`src/hw/arb_mem_pkg.sv`:
```
`default_nettype none

package arb_mem_pkg;

    // ----------------------------------------------------------------------
    // widths with a meaning
    // ----------------------------------------------------------------------

    // word address into the shared memory
    localparam int addr_w = 8;

    // one memory data word
    localparam int data_w = 16;

    typedef logic [addr_w - 1:0] addr_t;

    typedef logic [data_w - 1:0] data_t;

    // word count follows the address width
    localparam int mem_depth = 2 ** $bits(addr_t);

    // ----------------------------------------------------------------------
    // access kinds
    // ----------------------------------------------------------------------

    // value carried on a write strobe
    // low means read
    localparam logic op_read  = 1'b0;
    localparam logic op_write = 1'b1;

endpackage

`default_nettype wire

```
`src/hw/arb_mem_top.sv`:
```
`default_nettype none

module arb_mem_top
# (
    parameter int n_clients     = 4,
    parameter int strobe_period = 3
)
(
    input  wire                                    clk,
    input  wire                                    arst_n,

    // per-client command ports
    input  wire                [n_clients - 1:0]   cmd_valid,
    output logic               [n_clients - 1:0]   cmd_ready,
    input  wire                [n_clients - 1:0]   cmd_write,
    input  arb_mem_pkg::addr_t [n_clients - 1:0]   cmd_addr,
    input  arb_mem_pkg::data_t [n_clients - 1:0]   cmd_wdata,

    // per-client response ports
    output logic               [n_clients - 1:0]   rsp_valid,
    input  wire                [n_clients - 1:0]   rsp_ready,
    output arb_mem_pkg::data_t [n_clients - 1:0]   rsp_rdata
);

    // ----------------------------------------------------------------------
    // internal nets
    // ----------------------------------------------------------------------

    logic                                  ena;
    logic               [n_clients - 1:0]  req;
    logic               [n_clients - 1:0]  gnt;

    // per-client memory commands
    logic               [n_clients - 1:0]  mem_write;
    arb_mem_pkg::addr_t [n_clients - 1:0]  mem_addr;
    arb_mem_pkg::data_t [n_clients - 1:0]  mem_wdata;

    // shared read bus
    arb_mem_pkg::data_t                    rdata;

    // ----------------------------------------------------------------------
    // pacing and arbitration
    // ----------------------------------------------------------------------

    strobe_gen
    # (.strobe_period (strobe_period))
    u_strobe
    (
        .clk    ( clk    ),
        .arst_n ( arst_n ),
        .strobe ( ena    )
    );

    rr_arbiter
    # (.n_clients (n_clients))
    u_arbiter
    (
        .clk    ( clk    ),
        .arst_n ( arst_n ),
        .ena    ( ena    ),
        .req    ( req    ),
        .gnt    ( gnt    )
    );

    shared_ram
    # (.n_clients (n_clients))
    u_ram
    (
        .clk      ( clk       ),
        .gnt      ( gnt       ),
        .op_write ( mem_write ),
        .op_addr  ( mem_addr  ),
        .op_wdata ( mem_wdata ),
        .rdata    ( rdata     )
    );

    // ----------------------------------------------------------------------
    // client ports
    // ----------------------------------------------------------------------

    // every client sees the same rdata
    // only the one in wait_data keeps it
    for (genvar i = 0; i < n_clients; i++)
    begin : g_client
        client_port u_client
        (
            .clk       ( clk          ),
            .arst_n    ( arst_n       ),
            .cmd_valid ( cmd_valid[i] ),
            .cmd_ready ( cmd_ready[i] ),
            .cmd_write ( cmd_write[i] ),
            .cmd_addr  ( cmd_addr[i]  ),
            .cmd_wdata ( cmd_wdata[i] ),
            .rsp_valid ( rsp_valid[i] ),
            .rsp_ready ( rsp_ready[i] ),
            .rsp_rdata ( rsp_rdata[i] ),
            .req       ( req[i]       ),
            .gnt       ( gnt[i]       ),
            .mem_write ( mem_write[i] ),
            .mem_addr  ( mem_addr[i]  ),
            .mem_wdata ( mem_wdata[i] ),
            .mem_rdata ( rdata        )
        );
    end

endmodule

`default_nettype wire

```
`src/hw/client_port.sv`:
```
`default_nettype none

module client_port
(
    input  wire                 clk,
    input  wire                 arst_n,

    // command from outside
    input  wire                 cmd_valid,
    output logic                cmd_ready,
    input  wire                 cmd_write,
    input  arb_mem_pkg::addr_t  cmd_addr,
    input  arb_mem_pkg::data_t  cmd_wdata,

    // response to outside
    output logic                rsp_valid,
    input  wire                 rsp_ready,
    output arb_mem_pkg::data_t  rsp_rdata,

    // arbiter side
    output logic                req,
    input  wire                 gnt,

    // memory side
    output logic                mem_write,
    output arb_mem_pkg::addr_t  mem_addr,
    output arb_mem_pkg::data_t  mem_wdata,
    input  arb_mem_pkg::data_t  mem_rdata
);

    typedef enum logic [1:0]
    {
        st_idle,
        st_wait_gnt,
        st_wait_data,
        st_respond
    } state_t;

    state_t state;
    state_t state_nx;

    // latched command
    logic               write_q;
    arb_mem_pkg::addr_t addr_q;
    arb_mem_pkg::data_t wdata_q;

    // captured read word
    arb_mem_pkg::data_t rdata_q;

    logic accept;

    // ----------------------------------------------------------------------
    // FSM
    // ----------------------------------------------------------------------

    assign accept = cmd_valid && cmd_ready;

    always_comb
    begin
        state_nx = state;
        case (state)
            st_idle:      if (accept)    state_nx = st_wait_gnt;
            st_wait_gnt:  if (gnt)       state_nx = st_wait_data;
            // memory word is on mem_rdata now
            st_wait_data:                state_nx = st_respond;
            st_respond:   if (rsp_ready) state_nx = st_idle;
            default:                     state_nx = st_idle;
        endcase
    end

    always_ff @(posedge clk or negedge arst_n)
    begin
        if (!arst_n)
            state <= st_idle;
        else
            state <= state_nx;
    end

    // ----------------------------------------------------------------------
    // payload
    // ----------------------------------------------------------------------

    always_ff @(posedge clk)
    begin
        if (accept)
        begin
            write_q <= cmd_write;
            addr_q  <= cmd_addr;
            wdata_q <= cmd_wdata;
        end
        // write responses capture a meaningless word too
        if (state == st_wait_data)
            rdata_q <= mem_rdata;
    end

    // handshake outputs straight from state
    assign cmd_ready = (state == st_idle);
    assign req       = (state == st_wait_gnt);
    assign rsp_valid = (state == st_respond);
    assign rsp_rdata = rdata_q;

    // memory only looks at these in our gnt cycle
    assign mem_write = write_q;
    assign mem_addr  = addr_q;
    assign mem_wdata = wdata_q;

endmodule

`default_nettype wire

```
`src/hw/rr_arbiter.sv`:
```
`default_nettype none

module rr_arbiter
# (
    parameter int n_clients = 4
)
(
    input  wire                    clk,
    input  wire                    arst_n,
    input  wire                    ena,
    input  wire  [n_clients - 1:0] req,
    output logic [n_clients - 1:0] gnt
);

    // one-hot pointer to the last grantee
    logic [n_clients - 1:0] ptr;

    // request and choice in rotated order
    logic [n_clients - 1:0] req_rot;
    logic [n_clients - 1:0] pick_rot;

    // choice back in client order
    logic [n_clients - 1:0] pick;

    // index of the last grantee and of the top-priority slot
    int last_idx;
    int start;

    // index arithmetic modulo n_clients
    function automatic int wrap(input int v);
        return (v >= n_clients) ? v - n_clients : v;
    endfunction

    // ----------------------------------------------------------------------
    // rotate, pick, rotate back
    // ----------------------------------------------------------------------

    // encode the one-hot pointer
    always_comb
    begin
        last_idx = 0;
        for (int i = 0; i < n_clients; i++)
        begin
            if (ptr[i])
                last_idx = i;
        end
        start = wrap(last_idx + 1);
    end

    // slot after last grantee goes to position zero
    always_comb
    begin
        for (int k = 0; k < n_clients; k++)
            req_rot[k] = req[wrap(start + k)];
    end

    // fixed priority on the rotated vector
    // lowest set bit wins
    assign pick_rot = req_rot & (~req_rot + 1'b1);

    always_comb
    begin
        pick = '0;
        for (int k = 0; k < n_clients; k++)
            pick[wrap(start + k)] = pick_rot[k];
    end

    // ----------------------------------------------------------------------
    // grant register
    // ----------------------------------------------------------------------

    // decisions only on strobe cycles
    // gnt drops again on the following cycle
    always_ff @(posedge clk or negedge arst_n)
    begin
        if (!arst_n)
        begin
            gnt <= '0;
            // client 0 first after reset
            ptr <= {1'b1, {(n_clients - 1){1'b0}}};
        end
        else if (ena)
        begin
            gnt <= pick;
            if (|req)
                ptr <= pick;
        end
        else
        begin
            gnt <= '0;
        end
    end

endmodule

`default_nettype wire

```
`src/hw/shared_ram.sv`:
```
`default_nettype none

module shared_ram
# (
    parameter int n_clients = 4
)
(
    input  wire                                       clk,
    input  wire                   [n_clients - 1:0]   gnt,
    input  wire                   [n_clients - 1:0]   op_write,
    input  arb_mem_pkg::addr_t    [n_clients - 1:0]   op_addr,
    input  arb_mem_pkg::data_t    [n_clients - 1:0]   op_wdata,
    output arb_mem_pkg::data_t                        rdata
);

    arb_mem_pkg::data_t mem [arb_mem_pkg::mem_depth];

    // command of the granted client
    logic               sel_valid;
    logic               sel_write;
    arb_mem_pkg::addr_t sel_addr;
    arb_mem_pkg::data_t sel_wdata;

    // ----------------------------------------------------------------------
    // command mux
    // ----------------------------------------------------------------------

    // gnt is one-hot so at most one match
    always_comb
    begin
        sel_write = arb_mem_pkg::op_read;
        sel_addr  = '0;
        sel_wdata = '0;
        for (int i = 0; i < n_clients; i++)
        begin
            if (gnt[i])
            begin
                sel_write = op_write[i];
                sel_addr  = op_addr[i];
                sel_wdata = op_wdata[i];
            end
        end
    end

    assign sel_valid = |gnt;

    // ----------------------------------------------------------------------
    // single port array
    // ----------------------------------------------------------------------

    // read word shows up the cycle after gnt
    always_ff @(posedge clk)
    begin
        if (sel_valid)
        begin
            if (sel_write == arb_mem_pkg::op_write)
                mem[sel_addr] <= sel_wdata;
            else
                rdata <= mem[sel_addr];
        end
    end

endmodule

`default_nettype wire

```
`src/hw/strobe_gen.sv`:
```
`default_nettype none

module strobe_gen
# (
    parameter int strobe_period = 3
)
(
    input  wire  clk,
    input  wire  arst_n,
    output logic strobe
);

    // counter just wide enough for strobe_period - 1
    localparam int cnt_w = $clog2(strobe_period);

    logic [cnt_w - 1:0] cnt;

    // ----------------------------------------------------------------------
    // down-counter with reload
    // ----------------------------------------------------------------------

    // first pulse lands strobe_period clocks after reset release
    always_ff @(posedge clk or negedge arst_n)
    begin
        if (!arst_n)
        begin
            cnt    <= cnt_w'(strobe_period - 1);
            strobe <= 1'b0;
        end
        else if (cnt == '0)
        begin
            // reload and fire one pulse
            cnt    <= cnt_w'(strobe_period - 1);
            strobe <= 1'b1;
        end
        else
        begin
            cnt    <= cnt - 1'b1;
            strobe <= 1'b0;
        end
    end

endmodule

`default_nettype wire

```
`config.mk`:
```
export PLATFORM = sky130hd
export DESIGN_NAME = arb_mem_top
export DESIGN_NICKNAME = d
export VERILOG_FILES = /design/src/hw/arb_mem_pkg.sv /design/src/hw/arb_mem_top.sv /design/src/hw/client_port.sv /design/src/hw/rr_arbiter.sv /design/src/hw/shared_ram.sv /design/src/hw/strobe_gen.sv
export SDC_FILE = /design/constraint.sdc
export NUM_CORES = 2
export LEC_CHECK = 0
export BUFFER_PORTS_ARGS = -buffer_cell sky130_fd_sc_hd__buf_2
export CELL_PAD_IN_SITES_DETAIL_PLACEMENT = 2
export CELL_PAD_IN_SITES_GLOBAL_PLACEMENT = 2
export CORE_ASPECT_RATIO = 1.75
export CORE_MARGIN = 3
export CORE_UTILIZATION = 24
export DETAILED_ROUTE_END_ITERATION = 12
export MAX_ROUTING_LAYER = met4
export PLACE_DENSITY_LB_ADDON = 0.2
export SYNTH_ARGS = -nofsm -noshare
export SYNTH_HDL_FRONTEND = slang
export SYNTH_SLANG_ARGS = --single-unit
```
`constraint.sdc`:
```
create_clock -name clk -period 19.6 [get_ports clk]
set_input_delay 0 -clock clk [delete_from_list [all_inputs] [get_ports clk]]
set_output_delay 0 -clock clk [all_outputs]
set_load 0.02 [all_outputs]
```
; Word-level counts from Yosys, hierarchy flattened
; Memory sizes are Yosys's and may differ from the RTL's. A register that Yosys moved wholly into a read port is not among the register bits.
; Index checks and enable logic that the tools add are counted.
[op_classes]
bitwise = 4
order_cmp = 13
n_reduce_logical = 21
add_sub_neg = 11
n_eq_ne = 24
n_mux = 65
[op_table]
columns = operator, n
row1 = 32-bit two-way mux, 7
row2 = 32-bit by 4-bit greater-or-equal comparator with 1-bit output (second input constant), 5
row3 = 32-bit by 4-bit subtractor with 32-bit output (second input constant), 5
row4 = 32-bit by 1-bit greater-or-equal comparator with 1-bit output (second input constant), 4
row5 = 32-bit by 4-bit less-than comparator with 1-bit output (second input constant), 4
row6 = 32-bit by 2-bit adder with 32-bit output (second input constant), 2
row7 = 32-bit by 3-bit adder with 32-bit output (second input constant), 2
row8 = 16-bit two-way mux, 4
row9 = 8-bit two-way mux, 4
row10 = 2-bit one-hot mux with 4 select lines, 4
row11 = 2-bit two-way mux, 13
row12 = 2-bit != test (second input constant), 12
row13 = 1-bit two-way mux, 21
row14 = 2-bit == test (second input constant), 8
row15 = 4-bit bitwise mux, 3
row16 = 3-bit AND reduction, 4
row17 = 2-bit zero test, 5
row18 = 4-bit AND, 2
row19 = 1-bit binary-select mux with 2-bit select, 4
row20 = 1-bit demux with 2-bit select, 4
row21 = 2-bit by 1-bit == test with 1-bit output (second input constant), 4
row22 = 1-bit logical AND, 8
row23 = 4-bit OR reduction, 2
row24 = 4-bit by 1-bit adder with 4-bit output (second input constant), 1
row25 = other kinds (5), 6
[totals]
n_memories = 1
register_bits = 183
in_bits = 110
ram_bits = 4096
[mem_list]
columns = name, depth, word_bits, rd, rd_clocked_by_memory_dff, write_ports, line
row1 = u_ram.mem, 256, 16, 1, 1, 1, shared_ram.sv:16  ; arb_mem_pkg::data_t mem [arb_mem_pkg::mem_depth];

; Logic depth before layout (Yosys ltp)
[logic_depth]
depth_word = 20
mapped_depth = 13
mapped_depth_nobuf = 10

; Modules after synthesis
; Synthesis repeated with hierarchy kept, for this count alone.
[hier_totals]
hier_cells = 8505
hier_area_um2 = 159332.8
[by_module_without_submodules]
columns = mod, seq_area_each_um2, area_each_um2, n_inst, cells_each
row1 = shared_ram, 123478.4, 152957.9, 1, 8184
row2 = client_port, 1281.2, 1392.6, 4, 57
row3 = rr_arbiter, 176.4, 691.9, 1, 85
row4 = strobe_gen, 76.3, 112.6, 1, 8

; Least setup slack after synthesis
; No wires, ideal clock.
[synth_timing]
kind = register to register
start = register u_arbiter.gnt[1]
end = memory u_ram.mem[0][5] (netlist bit) (data pin)
setup_slack_ns = 5.856
path_buffers = 3
t_arrival_ns = 11.558
synth_period_minus_slack_ns = 13.744
stages_incl_launch_ff = 8
setup_time_ns = 2.187
path_cell_list = dfrtp_1 > buf_2 > clkbuf_1 > nor2_1 > clkbuf_1 > a221o_1 > o21ai_0 > o21ai_0
[synth_via]
elab_chain_cells = 3
[synth_lines]
columns = item, line
row1 = start: declaration, rr_arbiter.sv:12  ; output logic [n_clients - 1:0] gnt
row2 = start signal: assignment, rr_arbiter.sv:84  ; gnt <= pick;
row3 = 16-bit two-way mux (3 in a row), shared_ram.sv:36  ; if (gnt[i])
row4 = net u_ram.sel_wdata[5], shared_ram.sv:22  ; arb_mem_pkg::data_t sel_wdata;
row5 = end: declaration, shared_ram.sv:16
; The timed path passes the listed nets, and every way through them passes these cells.

; Worst setup path in the final report
[layout_timing]
start = register u_arbiter.gnt[3]
end = register u_ram.rdata[15] (read register of u_ram.mem) (data pin)
[layout_via]
elab_chain_cells = 3
word_cells_on_any_way = 5
[layout_lines]
columns = item, line
row1 = 1-bit two-way mux, shared_ram.sv:36
row2 = 1-bit inverter (no line), -
row3 = 2-bit AND reduction (no line), -
row4 = end: declaration, shared_ram.sv:13  ; output arb_mem_pkg::data_t rdata
; Several ways; a longest one is shown, not always the timed one.
; A chain may end at the register's enable or synchronous reset.

==> summary.md <==
| Metric | Value |
|---|---|
| Crit-path max FO | 84 |
| Max-Cap Viols | 2 |
| First-pass DRT Iterations | 6 |
| Yosys Warn Count | 0 |
| Post-route setup TNS | 0 ns |
| Initial Util | 24.1% |
| Fin cells | 18374 |
| Clock skew | 0.0454 ns |
| Power, Total | between 15 and 20 mW |
| EDFF count, synth | 4276 |
| Worst min-delay path class | primary input to flop |
| Core Box Area | 661000 um2 |
| Fmax | between 0.1 and 0.15 GHz |
| Skew-Pair Late Insertion Delay | 0.96 ns |
| Clock buffer depth | 4 |
| Via count | slightly below 90000 |
| Syn Inst Count | roughly 8500 |
| Post-CTS Setup Repair Bufs | 0 |
| Worst-path clk slew | approximately 0.070 ns |
| Total congestion overflow | 0 |
| CP Launch Type | flop |
| Global placement routability congestion | slightly below 0.8 |
| Worst Setup End Kind | flop |
| # IOs | 182 |
| Total GRT Usage | a little under a fifth |
| Final setup margin | 11.54 ns |
| Die area | 674000 um2 |
| RSZ-0062 raised after global routing | no |
| Static Leak | 57.9 nW |
| Hold-fix buffers, CTS | 215 |
| Most used cell, CP | buf_4 |
| Final HPWL DP | 374000 um |
| Final Cycle Share | between 40% and 50% |
| Num Clock Sinks | between 4000 and 5000 |
| Outcome | complete, but fails checks |
| Placed insts | 17310 |
| Mapped Area | between 150000 and 200000 um2 |
| ANT nets after route | 0 |
| Synth Net Count | 8609 |
| Cell family with most CP delay | buffers and inverters |
| Remaining DRCs | 0 |
| Least-Margin Pin Slew | 1.48 ns |
| Final hold violation count | 0 |
| Die Ht | between 1000 and 1500 um |
| Htree depth | 5 |
| Area grow syn2layout | 19.5% |
| Cell Pwr Density | 97.8 nW/um2 |
| Initial antenna violation count | 43 |
| Failing checks | max-capacitance violations |
| Setup WS pre-CTS | between 10 and 15 ns |
| WL final | about 610000 um |
| Cts repair resizes | 0 |
| Crit path cell chain | a211oi_1, a211o_4, nor2_4, buf_4, buf_4, buf_4, buf_4, buf_12, buf_4, a22oi_1, a21oi_1, o41ai_1, a41oi_2, or4_1 |
| Buf/Inv on CP | 6 |
| Final setup violation count | 0 |
| Largest stage delay, worst path | 1.03 ns |
| Post-synthesis sequential area ratio | 80.9% |
| Largest net degree at the start of global routing | around 170 |
| Max IR drop VDD | 0.0822 mV |
| Area leader, netlist | edfxtp_1 |
| Pins Over Slew Limit | 0 |
| First-pass GRT wire length | around 840000 um |
| Post-synth top area share | 80.7% |
| Layout cells sized above 1 | 19.9% |
| Kind of critical path | flop to flop |
| Fraction of registers with async set/reset | 0.419% |
| Row count | 395 |
| Slowest-stage cell, CP | dfrtp_4 |
| Final nets | 9326 |
| Top cells by area, synth | edfxtp_1 81%, a22oi_1 7.3%, mux4_2 4.0% |
| Post-synth cell types | 52 |
| Arr. time, crit path | 8.89 ns |
| Number of global-route vias before repair | 97695 |
| Avg Cell Area, Syn | between 15 and 20 um2 |
| Slew HR | 0.297% |
| Required time worst endpoint | 20.43 ns |
| CTS tree | built |
| Number of vias per cell | 4.85 |
| Cts bufs inserted | 397 |
| Root Driver | clkbuf_16 |
| Starting DRT DRC Count | 7101 |
| Commonest non-fill, non-tap cell in the layout | edfxtp_1 |
| Dominant synthesized flop cell | edfxtp_1 |
| Die width | 622 um |
| Register bit count reported by yosys | 4294 |
| Clock period minus worst slack | 8.06 ns |
| Commonest cells after routing, fill and taps aside | 4276 x edfxtp_1, 1551 x a22oi_1, 778 x a21oi_1 |
| PortBufs | about 180 |
| DR WL/cell | 33.1 um |
-- kinds of logic after synthesis --
kind of cell | count (synthesis) | share of synthesized area (%)
adders and majority gates | 26 | 0.204
muxes | 287 | 4.01
buffers and inverters | 618 | 1.53
and+or+nand+nor | 477 | 1.32
DFF | 4294 | 80.9
AOI/OAI and AO/OA | 2771 | 12.0
-- synthesized netlist by cell type, types with 58 or more instances --
master / instances
o21ai_0: 58
mux4_2: 281
buf_1: 72
nand2_1: 66
edfxtp_1: 4276
clkbuf_1: 448
a21oi_1: 781
o31ai_1: 67
nor2_1: 290
a22o_1: 81
buf_2: 60
o41ai_1: 119
a22oi_1: 1552
-- worst reg2reg max path, cell delays in order, from the launching register on --
cell and delay, ns:
dfrtp_4 1.03, a211oi_1 0.26, a211o_4 0.46, nor2_4 0.81
buf_4 0.62, buf_4 0.52, buf_4 0.68, buf_4 0.60
buf_12 0.46, buf_4 0.73, a22oi_1 0.14, a21oi_1 0.21
o41ai_1 0.21, a41oi_2 0.99, or4_1 0.22
-- metrics by stage --
| stage | utilization (%) | hold slack (ns) | instance area [um2] |
|---|---|---|---|
| final | 28.8 | 0.121 | 190000 |
| after global routing | 28.8 | 0.124 | 190000 |
| after CTS | 28.7 | 0.0209 | 190000 |
| after detailed placement | 26.4 | 0.00345 | 175000 |
| after global placement | 26.4 | -0.0161 | 174000 |
| after floorplan | - | -0.296 | 159000 |
-- final timing paths --
path / start / endpoint / slack (ns) / depth (start not counted)
setup / recovery: u_arbiter.gnt[3] / u_ram.rdata[15] / 11.54 / 14
hold / removal: rsp_ready[3] / g_client[3].u_client.state[0] / 0.12 / 6
setup reg to reg: u_arbiter.gnt[3] / u_ram.rdata[15] / 11.54 / 14
hold reg to reg: u_strobe.cnt[1] / u_strobe.cnt[1] / 0.55 / 3
max in group asynchronous: arst_n / u_arbiter.gnt[3] / 18.54 / 3
min in group asynchronous: arst_n / g_client[2].u_client.state[1] / 0.31 / 3
-- power by group --
part	internal, mW	total, mW	switching [mW]
clock network	4.45	8.07	3.62
logic	0.149	0.437	0.288
registers	10.1	10.1	0.0351
-- registers in the layout (all words and copies together), names as in the netlist --
| register | cells |
|---|---|
| u_strobe.cnt | 2 |
| u_ram.mem | 4096 |
| u_arbiter.ptr | 3 |
| u_strobe.strobe | 1 |
| g_client.u_client.mem_write | 4 |
| g_client.u_client.state | 8 |
| g_client.u_client.rsp_rdata | 64 |
| g_client.u_client.mem_addr | 32 |
| u_arbiter.gnt | 4 |
| g_client.u_client.mem_wdata | 64 |
| u_ram.rdata | 16 |
-- cell type report --
| cell class | instances | area (um2) |
|---|---|---|
| Fill cell | 66935 | 471000 |
| Sequential cell | 4294 | 129000 |
| Antenna cell | 115 | 288 |
| Multi-Input combinational cell | 3561 | 29700 |
| Timing Repair Buffer | 909 | 7160 |
| Tap cell | 8734 | 10900 |
| Clock buffer | 484 | 10400 |
| Inverter | 27 | 101 |
| Clock inverter | 250 | 2720 |
-- routing by layer --
metal  wire (um)  track usage, %  part of all wire (%)  vias to the layer above
met5           0               -                     0                        -
met4       20700            6.18                   3.4                        0
met3       18300            1.43                   3.0                      664
met2      339000            34.0                    56                     1940
met1      229000            19.8                    38                    49422
li1            -               -                     -                    37068
(Power assumes the default switching activity.)
